`src/hw/AluPkg.sv`:
```
package AluPkg;

    localparam int OpcodeWidth = 3;

    typedef enum logic [OpcodeWidth-1:0] {
        OpAdd,
        OpSub,
        OpAnd,
        OpOr,
        OpXor,
        // Shift amount is the low 4 bits of operand B
        OpShl,
        // Result is the immediate and no source registers are read
        OpLoadImm
    } OpcodeT;

endpackage

```
`src/hw/DatapathPkg.sv`:
```
package DatapathPkg;

    // Operand and result width
    localparam int DataWidth = 16;

    // Register file geometry
    localparam int RegAddrWidth = 4;
    localparam int RegCount = 2 ** RegAddrWidth;

    // Which value a forwarder picked for its operand
    typedef enum logic [1:0] {
        // Architectural value straight from the register file
        SourceRegFile,
        // Result registered by the execute stage last cycle (Forward0)
        SourceExecute,
        // Result waiting in the writeback register (Forward1)
        SourceWriteback
    } ForwardSourceT;

    // Forward0 is the younger result, so it wins when both
    // in-flight results target the same register

endpackage
```
`src/hw/OperandPort.sv`:
```
interface OperandPort;
    import DatapathPkg::*;

    // Read request from the issue logic
    logic                    readEn;
    logic [RegAddrWidth-1:0] addr;
    // Raw register file value and the corrected operand
    logic [DataWidth-1:0]    regData;
    logic [DataWidth-1:0]    fwdData;

    // Register file fills in the raw read data
    modport source (input readEn, input addr, output regData);

    // Forwarder picks between the raw value and in-flight results
    modport forwarder (
        input  readEn,
        input  addr,
        input  regData,
        output fwdData
    );

    modport consumer (input fwdData);

endinterface

```
`src/hw/ForwardingDatapath.sv`:
```
module ForwardingDatapath (
    input  logic                                 clk,
    input  logic                                 reset,

    // Issue side
    input  logic                                 issueValid,
    input  AluPkg::OpcodeT                       opcode,
    input  logic [DatapathPkg::RegAddrWidth-1:0] destAddr,
    input  logic [DatapathPkg::RegAddrWidth-1:0] srcAAddr,
    input  logic [DatapathPkg::RegAddrWidth-1:0] srcBAddr,
    input  logic [DatapathPkg::DataWidth-1:0]    immediate,

    // Result as it is written back
    output logic                                 resultValid,
    output logic [DatapathPkg::RegAddrWidth-1:0] resultAddr,
    output logic [DatapathPkg::DataWidth-1:0]    resultData
);
    import DatapathPkg::*;
    import AluPkg::*;

    logic                          readEn;
    logic [1:0][RegAddrWidth-1:0] srcAddr;

    logic                    exValid;
    logic [RegAddrWidth-1:0] exAddr;
    logic [DataWidth-1:0]    exData;
    logic                    wbValid;
    logic [RegAddrWidth-1:0] wbAddr;
    logic [DataWidth-1:0]    wbData;

    // Index 0 is port A, index 1 is port B
    OperandPort operandPorts [2] ();

    // Load-immediate reads no sources, so it must not pick up a forward
    assign readEn = issueValid && (opcode != OpLoadImm);
    assign srcAddr = {srcBAddr, srcAAddr};

    RegisterFile regFile (
        .clk       (clk),
        .reset     (reset),
        .portA     (operandPorts[0]),
        .portB     (operandPorts[1]),
        .writeEn   (wbValid),
        .writeAddr (wbAddr),
        .writeData (wbData)
    );

    for (genvar i = 0; i < 2; i++) begin : forwardPort
        assign operandPorts[i].readEn = readEn;
        assign operandPorts[i].addr   = srcAddr[i];

        OperandForwarder forwarder (
            .port    (operandPorts[i]),
            .exValid (exValid),
            .exAddr  (exAddr),
            .exData  (exData),
            .wbValid (wbValid),
            .wbAddr  (wbAddr),
            .wbData  (wbData)
        );
    end

    ExecuteStage execute (
        .clk        (clk),
        .reset      (reset),
        .issueValid (issueValid),
        .opcode     (opcode),
        .destAddr   (destAddr),
        .immediate  (immediate),
        .operandA   (operandPorts[0]),
        .operandB   (operandPorts[1]),
        .exValid    (exValid),
        .exAddr     (exAddr),
        .exData     (exData),
        .wbValid    (wbValid),
        .wbAddr     (wbAddr),
        .wbData     (wbData)
    );

    assign resultValid = wbValid;
    assign resultAddr  = wbAddr;
    assign resultData  = wbData;

endmodule

```
`src/hw/ExecuteStage.sv`:
```
module ExecuteStage (
    input  logic                                 clk,
    input  logic                                 reset,

    // Issued instruction
    input  logic                                 issueValid,
    input  AluPkg::OpcodeT                       opcode,
    input  logic [DatapathPkg::RegAddrWidth-1:0] destAddr,
    input  logic [DatapathPkg::DataWidth-1:0]    immediate,

    // Forwarded operands
    OperandPort.consumer                         operandA,
    OperandPort.consumer                         operandB,

    // Registered ALU result (Forward0)
    output logic                                 exValid,
    output logic [DatapathPkg::RegAddrWidth-1:0] exAddr,
    output logic [DatapathPkg::DataWidth-1:0]    exData,

    // Writeback holding register (Forward1 and register file write)
    output logic                                 wbValid,
    output logic [DatapathPkg::RegAddrWidth-1:0] wbAddr,
    output logic [DatapathPkg::DataWidth-1:0]    wbData
);
    import DatapathPkg::*;
    import AluPkg::*;

    logic [DataWidth-1:0] a;
    logic [DataWidth-1:0] b;
    logic [DataWidth-1:0] aluResult;

    assign a = operandA.fwdData;
    assign b = operandB.fwdData;

    always_comb begin
        unique case (opcode)
            OpAdd:     aluResult = a + b;
            OpSub:     aluResult = a - b;
            OpAnd:     aluResult = a & b;
            OpOr:      aluResult = a | b;
            OpXor:     aluResult = a ^ b;
            OpShl:     aluResult = a << b[3:0];
            OpLoadImm: aluResult = immediate;
            default:   aluResult = '0;
        endcase
    end

    // Valid bits carry the pipeline state
    always_ff @(posedge clk) begin
        if (reset) begin
            exValid <= 1'b0;
            wbValid <= 1'b0;
        end else begin
            exValid <= issueValid;
            wbValid <= exValid;
        end
    end

    // Payload registers
    always_ff @(posedge clk) begin
        exAddr <= destAddr;
        exData <= aluResult;
        wbAddr <= exAddr;
        wbData <= exData;
    end

    // Only opcodes the ALU decodes may be issued
    assert property (@(posedge clk) disable iff (reset)
        issueValid |-> opcode inside {OpAdd, OpSub, OpAnd, OpOr, OpXor, OpShl, OpLoadImm})
        else $error("Issued opcode is not one the ALU decodes");

    // An issued instruction carries a known destination and known operands
    assert property (@(posedge clk) disable iff (reset)
        issueValid |-> !$isunknown({destAddr, a, b}))
        else $error("Issued instruction has an unknown destination or operand");

endmodule

```
`src/hw/OperandForwarder.sv`:
```
module OperandForwarder (
    OperandPort.forwarder                        port,

    // Forward0 from the execute stage
    input  logic                                 exValid,
    input  logic [DatapathPkg::RegAddrWidth-1:0] exAddr,
    input  logic [DatapathPkg::DataWidth-1:0]    exData,

    // Forward1 from the writeback register
    input  logic                                 wbValid,
    input  logic [DatapathPkg::RegAddrWidth-1:0] wbAddr,
    input  logic [DatapathPkg::DataWidth-1:0]    wbData
);
    import DatapathPkg::*;

    logic                 exMatch;
    logic                 wbMatch;
    ForwardSourceT        sourceSel;
    logic [DataWidth-1:0] operand;

    assign exMatch = exValid && (exAddr == port.addr);
    assign wbMatch = wbValid && (wbAddr == port.addr);

    // Younger execute result first, then writeback, then the register file
    always_comb begin
        if (port.readEn && exMatch) begin
            sourceSel = SourceExecute;
        end else if (port.readEn && wbMatch) begin
            sourceSel = SourceWriteback;
        end else begin
            sourceSel = SourceRegFile;
        end
    end

    always_comb begin
        unique case (sourceSel)
            SourceExecute:   operand = exData;
            SourceWriteback: operand = wbData;
            default:         operand = port.regData;
        endcase
    end

    assign port.fwdData = operand;

endmodule

```
`src/hw/RegisterFile.sv`:
```
module RegisterFile (
    input  logic                                clk,
    input  logic                                reset,

    OperandPort.source                          portA,
    OperandPort.source                          portB,

    input  logic                                writeEn,
    input  logic [DatapathPkg::RegAddrWidth-1:0] writeAddr,
    input  logic [DatapathPkg::DataWidth-1:0]    writeData
);
    import DatapathPkg::*;

    logic [DataWidth-1:0] regs [RegCount];

    // Single write port whose value is readable the next cycle
    always_ff @(posedge clk) begin
        if (reset) begin
            for (int i = 0; i < RegCount; i++) begin
                regs[i] <= '0;
            end
        end else if (writeEn) begin
            regs[writeAddr] <= writeData;
        end
    end

    // Asynchronous read ports
    // The forwarders cover the write cycle so there is no internal bypass
    assign portA.regData = regs[portA.addr];
    assign portB.regData = regs[portB.addr];

endmodule

```
`config.mk`:
```
export PLATFORM = sky130hd
export DESIGN_NAME = ForwardingDatapath
export DESIGN_NICKNAME = d
export VERILOG_FILES = /design/src/hw/AluPkg.sv /design/src/hw/DatapathPkg.sv /design/src/hw/OperandPort.sv /design/src/hw/ForwardingDatapath.sv /design/src/hw/ExecuteStage.sv /design/src/hw/OperandForwarder.sv /design/src/hw/RegisterFile.sv
export SDC_FILE = /design/constraint.sdc
export NUM_CORES = 1
export LEC_CHECK = 0
export BUFFER_PORTS_ARGS = -buffer_cell sky130_fd_sc_hd__buf_2
export CAP_MARGIN = 30
export CORE_MARGIN = 8
export CORE_UTILIZATION = 30
export DETAILED_ROUTE_END_ITERATION = 10
export SLEW_MARGIN = 20
export SYNTH_ARGS = -nofsm -noshare
export SYNTH_HDL_FRONTEND = slang
export SYNTH_SLANG_ARGS = --single-unit
```
`constraint.sdc`:
```
create_clock -name clk -period 8.3 [get_ports clk]
set_input_delay 0.83 -clock clk [delete_from_list [all_inputs] [get_ports clk]]
set_output_delay 0.83 -clock clk [all_outputs]
set_load 0.1 [all_outputs]
```
==> impl_metrics.env, run 1 <==
export IMPL_outcome="finished, final reports clean"
export IMPL_ys_flop_type="edfxtp_1"
export IMPL_h_tree_depth=1
export IMPL_final_antenna_net_count=0
export IMPL_dieWidth_um=261.2
export IMPL_switching_power_mw=1.338
export IMPL_cp_arrival_ns=6.69
export IMPL_grt_start_max_net_pins=44
export IMPL_max_cap_viol_count=0
export IMPL_firstDrtPassIters=7
export IMPL_fin_cells=2257
export IMPL_diodes=0
export IMPL_synth_edff_count=256
export IMPL_cts_setup_buffers=0
export IMPL_drive_gt1_share_pct=21.15
export IMPL_start_util_pct=30.10
export IMPL_clock_sinks=298
export IMPL_die_h_um=261.2
export IMPL_antenna_found_initial=1
export IMPL_syn_area_per_cell_um2=12.53
export IMPL_slowest_delay_ns=0.64
export IMPL_worst_path_buf_inv=3
export IMPL_crit_family="compound AO/OA/AOI/OAI gates"
export IMPL_power_share_switching_pct=32.72
export IMPL_min_path_type="in2reg"
export IMPL_final_period_utilization_pct=74.52
export IMPL_total_power_mw=4.089
export IMPL_finalSetupViolCount=0
export IMPL_core_um2=59910
export IMPL_fillers=5868
export IMPL_grt_pass1_wl_um=82720
export IMPL_slew_violations=0
export IMPL_rsz0062_at_grt="false"
export IMPL_ir_drop_mv=0.1458
export IMPL_intPower_mw=2.751
export IMPL_max_freq_mhz=161.7
export IMPL_final_setup_skew_ns=0.01475
export IMPL_layout_nets=1538
export IMPL_yosysSeqAreaShare_pct=47.30
export IMPL_cp_end_kind="register"
export IMPL_die_area_um2=68200
export IMPL_clock_root_buffer="clkbuf_16"
export IMPL_placementRows=90
export IMPL_grt_pass1_vias=12550
export IMPL_mostFrequentLayoutCell="edfxtp_1"
export IMPL_areaGrowthSynthToFinish_pct=11.08
export IMPL_place_congestion=0.9161
export IMPL_clk_path_buf_depth=3
export IMPL_dp_cells=2201
export IMPL_combPwrFrac_pct=23.1
export IMPL_hold_viol_final=0
export IMPL_cts_tree="yes"
export IMPL_syn_cell_area_um2=18030
export IMPL_worstPathCellList="buf_4 -> mux4_2 -> mux2_2 -> o2111ai_1 -> o211ai_1 -> buf_4 -> inv_1 -> nand2_1 -> nor3_1 -> nor2_1 -> xnor2_1 -> ha_1 -> and3_1 -> a21oi_1 -> a31oi_1 -> a41oi_1 -> a21oi_1 -> a21o_1 -> a21o_1 -> a21oi_1 -> xnor3_1 -> o2111ai_1"
export IMPL_worstPathRequired_ns=8.80
export IMPL_crit_path_top_delay_cell="buf_4"
export IMPL_p_per_area_nw_per_um2=204.2
export IMPL_synth_nets=1524
export IMPL_wl_per_cell_um=24.36
export IMPL_setup_tns_ns=0
export IMPL_ys_async_sr_fraction_pct=0
export IMPL_dpl_hpwl_um=38270
export IMPL_final_cell_mix="256 x edfxtp_1, 231 x and2_1, 124 x mux4_2"
export IMPL_drc=0
export IMPL_clkTransAtPathRegs_ns=0.06
export IMPL_insertion_delay_ns=0.57
export IMPL_slew_headroom_pct=33.96
export IMPL_numCtsBuffers=30
export IMPL_pin_count=55
export IMPL_wirelength_um=54980
export IMPL_cp_max_fo=42
export IMPL_grtUsageTotal_pct=15.92
export IMPL_post_cts_resized=0
export IMPL_grt_overflow=0
export IMPL_p_clk_share_pct=31.8
export IMPL_p_leak_nw=7.342
export IMPL_ctsHoldBuffers=0
export IMPL_synth_cell_types=63
export IMPL_vias=12250
export IMPL_synthCells=1439
export IMPL_period_needed_ns=6.185
export IMPL_worstSetupStartpointType="primary input"
export IMPL_seq_power_share_pct=45.1
export IMPL_via_per_inst=5.426
export IMPL_io_buffer_count=54
export IMPL_cpMostUsedCell="a21oi_1"
export IMPL_yosysWarnings=0
export IMPL_drt_iter0_markers=977
export IMPL_ys_seq_elements=298
export IMPL_worst_pin_slew_ns=0.9905
export IMPL_critPathKind="in2reg"
==> sequential cells by signal, summed over array words and instances, names as in the netlist <==
name and flops:
execute.exAddr 4, execute.exData 16, execute.wbAddr 4, execute.wbValid 1
execute.exValid 1, regFile.regs 256, execute.wbData 16
==> layout make-up <==
cell class	instances	area [um^2]	share of cell area [%]
Timing Repair Buffer	97	598.1	2.986
Tap cell	782	978.4	4.886
Clock inverter	14	95.09	0.4748
Multi-Input combinational cell	983	8856	44.22
Clock buffer	40	809.5	4.042
Sequential cell	298	8528	42.58
Inverter	43	161.4	0.8059
==> path summary, 6_finish.rpt <==
check	startpoint	endpoint	slack (ns)	depth (start not counted)
setup / recovery	srcBAddr[0]	execute.exData[15]$_DFF_P_	2.12	22
hold / removal	destAddr[1]	execute.exAddr[1]$_DFF_P_	0.36	1
setup reg to reg	execute.wbAddr[3]$_DFF_P_	execute.exData[15]$_DFF_P_	2.37	21
hold reg to reg	execute.exData[4]$_DFF_P_	execute.wbData[4]$_DFF_P_	0.37	0
==> through the flow <==
stage | cell area (um^2) | util, % | hold slack [ns] | worst slack [ns]
detailed placement | 19110 | 31.89 | 0.3574 | 1.675
floorplan | 18030 | - | 0.3432 | 2.330
finish | 20030 | 33.43 | 0.3577 | 2.115
global route | 20030 | 33.43 | 0.3473 | 1.727
CTS | 20010 | 33.40 | 0.3386 | 2.239
global placement | 19100 | 31.89 | 0.3519 | 1.679
==> cell usage after synthesis (all sizes together), types with 19 or more instances <==
cell / n / area [um^2]
nand2: 68 / 255.2
or2: 20 / 125.1
xnor2: 34 / 297.8
nor3: 37 / 185.2
a22oi: 19 / 142.6
mux4: 132 / 3003
ha: 50 / 625.6
nor2: 66 / 247.7
edfxtp: 256 / 7687
a21oi: 32 / 160.2
mux2: 19 / 214.0
buf: 35 / 200.2
mux2i: 62 / 620.6
dfxtp: 42 / 840.8
and2: 231 / 1445
inv: 40 / 150.1
o22ai: 25 / 156.4
clkbuf: 80 / 300.3
o21ai: 46 / 230.2
==> logic make-up after synthesis <==
kind of cell               synth area share, %
adders and majority gates                3.581
DFF                                      47.30
AOI/OAI and AO/OA                        7.308
muxes                                    21.28
and+or+nand+nor                          14.59
xor gates and xnor gates                 2.262
buffers and inverters                    3.671
==> power groups by stage <==
stage	Combinational (mW)	Sequential [mW]	Clock (mW)
floorplan	0.564	1.95	0
global placement	0.935	1.87	0
detailed placement	0.936	1.87	0
CTS	0.942	1.84	1.31
global route	1.01	1.86	1.36
finish	0.944	1.85	1.30
==> routing by layer <==
| layer | vias to the layer above | share of wire [%] | routed length [um] | track usage [%] |
|---|---|---|---|---|
| met5 | - | 0.020 | 11 | 0 |
| met4 | 2 | 4.0 | 2211 | 6.445 |
| met3 | 109 | 6.6 | 3623 | 2.331 |
| met2 | 463 | 49 | 26730 | 27.08 |
| met1 | 6213 | 41 | 22400 | 20.22 |
| li1 | 5460 | - | - | - |
Power figures use the tool's default switching activity.
==> run 2: changes to the inputs <==
Clock period 8.3 ns to 5.2 ns, I/O delays scaled along.
==> run 2 against run 1 <==
Core utilization rose by 1.8 points; total power rose by 72%; clock power rose by 85%; critical path depth fell by 1; first-iteration DRC count rose by 2.9%; routed wire length rose by 0.46%; combinational power rose by 79%; cell area rose by 5.4%; global-route usage barely moved; critical endpoint unchanged; largest cell class unchanged; largest power group unchanged.
==> impl_metrics.env, run 2 (same netlist as run 1, synthesis figures left out) <==
export IMPL_die_h_um=261.2
export IMPL_grt_pass1_wl_um=82940
export IMPL_hold_viol_final=0
export IMPL_slowest_delay_ns=0.55
export IMPL_setup_tns_ns=0
export IMPL_dieWidth_um=261.2
export IMPL_areaGrowthSynthToFinish_pct=17.03
export IMPL_clkTransAtPathRegs_ns=0.07
export IMPL_final_period_utilization_pct=95.19
export IMPL_worst_pin_slew_ns=0.9467
export IMPL_critPathKind="reg2reg"
export IMPL_ir_drop_mv=0.1733
export IMPL_cp_max_fo=4
export IMPL_min_path_type="in2reg"
export IMPL_grt_overflow=0
export IMPL_slew_violations=0
export IMPL_drt_iter0_markers=1005
export IMPL_final_antenna_net_count=0
export IMPL_ctsHoldBuffers=0
export IMPL_worst_path_buf_inv=1
export IMPL_cp_arrival_ns=5.44
export IMPL_drc=0
export IMPL_wl_per_cell_um=23.35
export IMPL_core_um2=59910
export IMPL_worstPathRequired_ns=5.69
export IMPL_insertion_delay_ns=0.57
export IMPL_cts_tree="yes"
export IMPL_hold_ws_ns=0.05140
export IMPL_stdcell_area_um2=21100
export IMPL_setup_ws_ns=0.2504
export IMPL_reg_top3="regFile.regs (256), execute.exData (16), execute.wbData (16)"
export IMPL_wirelength_um=55240
export IMPL_grtUsageTotal_pct=15.96
export IMPL_dpl_cell_area_um2=19990
export IMPL_fillers=5883
export IMPL_max_cap_viol_count=0
export IMPL_start_util_pct=30.10
export IMPL_grt_pass1_vias=12760
export IMPL_vias=12610
export IMPL_period_needed_ns=4.950
export IMPL_clock_root_buffer="clkbuf_16"
export IMPL_final_setup_skew_ns=0.009054
export IMPL_h_tree_depth=1
export IMPL_dp_worst_setup_slack_ns=-0.3474
export IMPL_grt_start_max_net_pins=44
export IMPL_pin_count=55
export IMPL_crit_family="compound AO/OA/AOI/OAI gates"
export IMPL_place_congestion=0.9350
export IMPL_largest_reg_flops=256
export IMPL_layout_nets=1646
export IMPL_largest_register="regFile.regs"
export IMPL_final_cell_mix="256 x edfxtp_1, 231 x and2_1, 149 x buf_4"
export IMPL_numCtsBuffers=30
export IMPL_p_leak_nw=7.987
export IMPL_firstDrtPassIters=5
export IMPL_clk_path_buf_depth=3
export IMPL_finalSetupViolCount=0
export IMPL_placementRows=90
export IMPL_p_per_area_nw_per_um2=332.5
export IMPL_dpl_hpwl_um=40060
export IMPL_die_area_um2=68200
export IMPL_antenna_found_initial=2
export IMPL_mostFrequentLayoutCell="edfxtp_1"
export IMPL_io_buffer_count=54
export IMPL_outcome="finished, final reports clean"
export IMPL_max_freq_mhz=202.0
export IMPL_rsz0062_at_grt="false"
export IMPL_drive_gt1_share_pct=27.27
export IMPL_via_per_inst=5.329
export IMPL_slew_headroom_pct=36.65
export IMPL_worstSetupStartpointType="register"
export IMPL_clock_sinks=298
export IMPL_crit_path_top_delay_cell="or4_1"
export IMPL_worstPathCellList="mux4_1 -> nor2b_1 -> a211oi_1 -> buf_4 -> a2111oi_0 -> a221o_1 -> or4_1 -> or2_2 -> nor2_2 -> nor2_1 -> xnor2_1 -> ha_1 -> nand3_1 -> nand2_1 -> a41oi_2 -> a21oi_1 -> a21o_1 -> a21o_1 -> a21oi_1 -> xnor3_1 -> o2111ai_1"
export IMPL_diodes=0
export IMPL_cp_end_kind="register"
-- run 2: changes by cell type in the layout (fill, tap and decap cells not counted), moves of 2 or more --
cell and delta:
clkbuf_1 -6, buf_4 +104, clkinv_2 +2, buf_12 +4
clkinvlp_4 -3, dfxtp_4 +2, bufinv_16 +7, dfxtp_2 +3
dfxtp_1 -5
-- run 2: metrics by stage --
stage	utilization, %	std cells	total power, mW
final	35.22	2366	7.017
after floorplan	-	1439	4.010
after global placement	33.36	2310	4.628
after CTS	35.17	2365	7.046
after detailed placement	33.36	2310	4.643
after global routing	35.22	2366	7.281
-- run 2: cell type report --
cell class              count  area (um^2)  area share [%]
well taps                 782        978.4           4.637
clock buffers              34        787.0           3.730
repair buffers            205         1459           6.914
clock inverters            21        296.5           1.405
flip-flops and latches    298         8539           40.47
multi-input cells         983         8879           42.08
inverters                  43        161.4          0.7649
-- run 2: per-layer routing --
| layer | up-vias | GRT usage, % | wire length [um] |
|---|---|---|---|
| met4 | 4 | 4.209 | 1293 |
| li1 | 5686 | - | - |
| met2 | 447 | 28.11 | 27830 |
| met3 | 76 | 2.100 | 3392 |
| met1 | 6395 | 20.50 | 22700 |
| met5 | - | 0 | 21 |
-- run 2: repair_timing --
action                                  in CTS  in global routing
endpoints found under the setup margin       0                  2
buffers inserted                             0                  1
resized for setup                            0                  5
-- run 2: path summary, 6_finish.rpt --
| path | startpoint | to | slack, ns | cells after the start |
|---|---|---|---|---|
| worst min register to register | execute.exData[5]$_DFF_P_ | execute.wbData[5]$_DFF_P_ | 0.37 | 0 |
| worst max-delay path | regFile.regs[4][7]$_SDFFCE_PN0P_ | execute.exData[15]$_DFF_P_ | 0.25 | 21 |
| worst max register to register | regFile.regs[4][7]$_SDFFCE_PN0P_ | execute.exData[15]$_DFF_P_ | 0.25 | 21 |
| worst min-delay path | destAddr[2] | execute.exAddr[2]$_DFF_P_ | 0.05 | 1 |
-- run 2: worst reg2reg max path, stage by stage (launching register included) --
cell	delay (ns)
edfxtp_1	0.41
mux4_1	0.50
nor2b_1	0.15
a211oi_1	0.21
buf_4	0.17
a2111oi_0	0.06
a221o_1	0.29
or4_1	0.55
or2_2	0.32
nor2_2	0.10
nor2_1	0.06
xnor2_1	0.21
ha_1	0.31
nand3_1	0.09
nand2_1	0.06
a41oi_2	0.20
a21oi_1	0.10
a21o_1	0.20
a21o_1	0.18
a21oi_1	0.14
xnor3_1	0.40
o2111ai_1	0.18
-- run 2: power breakdown --
group / total (mW) / switching [mW] / internal [mW]
Sequential: 2.93 / 0.195 / 2.73
Clock: 2.40 / 0.927 / 1.47
Combinational: 1.69 / 1.03 / 0.661
==> run 3: changes to the inputs <==
--- a/config.mk
+++ b/config.mk
@@ -9,5 +9,8 @@
 export CAP_MARGIN = 30
+export CELL_PAD_IN_SITES_DETAIL_PLACEMENT = 0
+export CELL_PAD_IN_SITES_GLOBAL_PLACEMENT = 1
 export CORE_MARGIN = 8
-export CORE_UTILIZATION = 30
+export CORE_UTILIZATION = 47
 export DETAILED_ROUTE_END_ITERATION = 10
+export PLACE_DENSITY_LB_ADDON = 0.1
 export SLEW_MARGIN = 20
==> constraint.sdc (replaced) <==
create_clock -name clk -period 5.2 [get_ports clk]
set_input_delay 1.04 -clock clk [delete_from_list [all_inputs] [get_ports clk]]
set_output_delay 1.04 -clock clk [all_outputs]
set_load 0.1 [all_outputs]
==> run 3 against run 2 <==
Sequential power grew 1%; register-to-register slack better by 0.28 ns; flip-flop and latch count unchanged; cell area down 0.46%; routed wire length about the same; fmax down 0.38%; via count unchanged; hold slack improved by 0.32 ns; total power grew 4.0%; critical path type is now in2reg; critical endpoint is now execute.exData[14]$_DFF_P_; highest routed layer is now met4.
==> impl_metrics.env, run 3 (same netlist as run 1, synthesis figures left out) <==
export IMPL_outcome="finished, final reports clean"
export IMPL_drc=0
export IMPL_core_um2=37760
export IMPL_hold_ws_ns=0.3721
export IMPL_pin_count=55
export IMPL_critPathKind="in2reg"
export IMPL_hold_viol_final=0
export IMPL_total_power_mw=7.298
export IMPL_start_util_pct=47.75
export IMPL_final_antenna_net_count=0
export IMPL_cts_tree="yes"
export IMPL_place_congestion=0.8937
export IMPL_die_h_um=211.9
export IMPL_wirelength_um=55200
export IMPL_diodes=0
export IMPL_p_per_area_nw_per_um2=347.5
export IMPL_ir_drop_mv=0.2242
export IMPL_setup_ws_ns=0.2313
export IMPL_placementRows=71
export IMPL_clock_sinks=298
export IMPL_clk_path_buf_depth=3
export IMPL_dp_cells=2036
export IMPL_final_util_pct=55.63
export IMPL_numCtsBuffers=35
export IMPL_setup_tns_ns=0
export IMPL_via_per_inst=5.998
export IMPL_min_path_type="reg2reg"
export IMPL_stdcell_area_um2=21000
export IMPL_worstSetupStartpointType="primary input"
export IMPL_io_buffer_count=54
export IMPL_crit_family="compound AO/OA/AOI/OAI gates"
export IMPL_clkTransAtPathRegs_ns=0.06
export IMPL_period_needed_ns=4.969
export IMPL_cp_max_fo=7
export IMPL_grt_overflow=0
export IMPL_dp_worst_setup_slack_ns=-0.4500
export IMPL_cpMostUsedCell="o211ai_1"
export IMPL_finalSetupViolCount=0
export IMPL_dpl_hpwl_um=38850
export IMPL_grt_start_max_net_pins=44
export IMPL_reg_top3="regFile.regs (256), execute.exData (16), execute.wbData (16)"
export IMPL_worstPathCellList="buf_6 -> buf_12 -> mux4_2 -> nor2b_1 -> a211oi_2 -> a21oi_2 -> a221o_1 -> or4_1 -> or2_4 -> nor2_2 -> nor2_1 -> xnor2_1 -> buf_4 -> ha_1 -> a21oi_1 -> o211ai_1 -> a2111oi_0 -> nor3_1 -> xor2_1 -> o21ai_1 -> o211ai_1"
export IMPL_die_area_um2=44880
export IMPL_insertion_delay_ns=0.55
export IMPL_slew_violations=0
export IMPL_worst_path_buf_inv=3
export IMPL_slowest_delay_ns=0.53
export IMPL_slew_headroom_pct=42.05
export IMPL_vias=12610
export IMPL_final_period_utilization_pct=95.55
export IMPL_grt_pass1_vias=12630
export IMPL_cp_arrival_ns=5.39
export IMPL_grt_pass1_wl_um=83020
export IMPL_worst_pin_slew_ns=0.8660
export IMPL_drive_gt1_share_pct=28.98
export IMPL_ctsHoldBuffers=0
export IMPL_dieWidth_um=211.9
export IMPL_crit_path_top_delay_cell="or4_1"
export IMPL_largest_reg_flops=256
export IMPL_cp_end_kind="register"
export IMPL_antenna_found_initial=0
export IMPL_clock_root_buffer="clkbuf_16"
export IMPL_largest_register="regFile.regs"
export IMPL_worstPathRequired_ns=5.62
export IMPL_p_leak_nw=8.059
export IMPL_areaGrowthSynthToFinish_pct=16.50
export IMPL_fin_cells=2102
export IMPL_final_cell_mix="256 x edfxtp_1, 231 x and2_1, 145 x buf_4"
export IMPL_dpl_cell_area_um2=19700
export IMPL_final_setup_skew_ns=0.02191
export IMPL_grtUsageTotal_pct=24.74
export IMPL_drt_iter0_markers=1258
export IMPL_wl_per_cell_um=26.26
export IMPL_max_freq_mhz=201.3
export IMPL_max_cap_viol_count=0
export IMPL_layout_nets=1651
export IMPL_h_tree_depth=2
export IMPL_firstDrtPassIters=5
export IMPL_mostFrequentLayoutCell="edfxtp_1"
## run 3: cell types whose count changed in the layout (fill, tap and decap cells not counted), moves of 5 or more
cell	change
buf_6	+5
a21oi_1	-8
a21oi_2	+8
a211oi_1	-5
a211oi_2	+5
## run 3: area by class of cell
class                   instances  area (um^2)
repair buffers                205         1465
multi-input cells             983         8986
flip-flops and latches        298         8529
clock inverters                20        307.8
inverters                      43        163.9
clock buffers                  42        912.1
fillers                      3188        16750
well taps                     511        639.4
## run 3: repair_timing
action                                  in CTS  in global routing
gates resized for setup                      0                 18
endpoints found under the setup margin       0                  3
buffers inserted                             0                  5
## run 3: path summary, 6_finish.rpt
| path | startpoint | endpoint | slack [ns] | cells after the start |
|---|---|---|---|---|
| setup / recovery | srcBAddr[0] | execute.exData[14]$_DFF_P_ | 0.23 | 21 |
| hold / removal | execute.exData[3]$_DFF_P_ | execute.wbData[3]$_DFF_P_ | 0.37 | 0 |
| setup reg to reg | regFile.regs[5][7]$_SDFFCE_PN0P_ | execute.exData[14]$_DFF_P_ | 0.53 | 19 |
| hold reg to reg | execute.exData[3]$_DFF_P_ | execute.wbData[3]$_DFF_P_ | 0.37 | 0 |
## run 3: metal layers
layer | routed length (um) | vias to the layer above | GRT usage (%) | part of all wire [%]
met5 | 0 | - | 0 | 0
met4 | 1513 | 0 | 7.117 | 2.7
met3 | 3222 | 89 | 3.431 | 5.8
met2 | 26730 | 428 | 41.03 | 48
met1 | 23740 | 6411 | 33.68 | 43
li1 | - | 5680 | - | -
## run 3: worst reg2reg max path: cells and delay by family, from the launching register on
kind / cells / cell delay, ns
AOI/OAI and AO/OA: 8 / 1.63
xor gates and xnor gates: 2 / 0.31
adders and majority gates: 1 / 0.31
buffers and inverters: 1 / 0.14
DFF: 1 / 0.41
muxes: 1 / 0.48
and+or+nand+nor: 6 / 1.26
## run 3: report_power, final
group          internal [mW]  switching, mW
clock network           1.62           1.04
registers               2.73          0.238
logic                  0.672          0.997
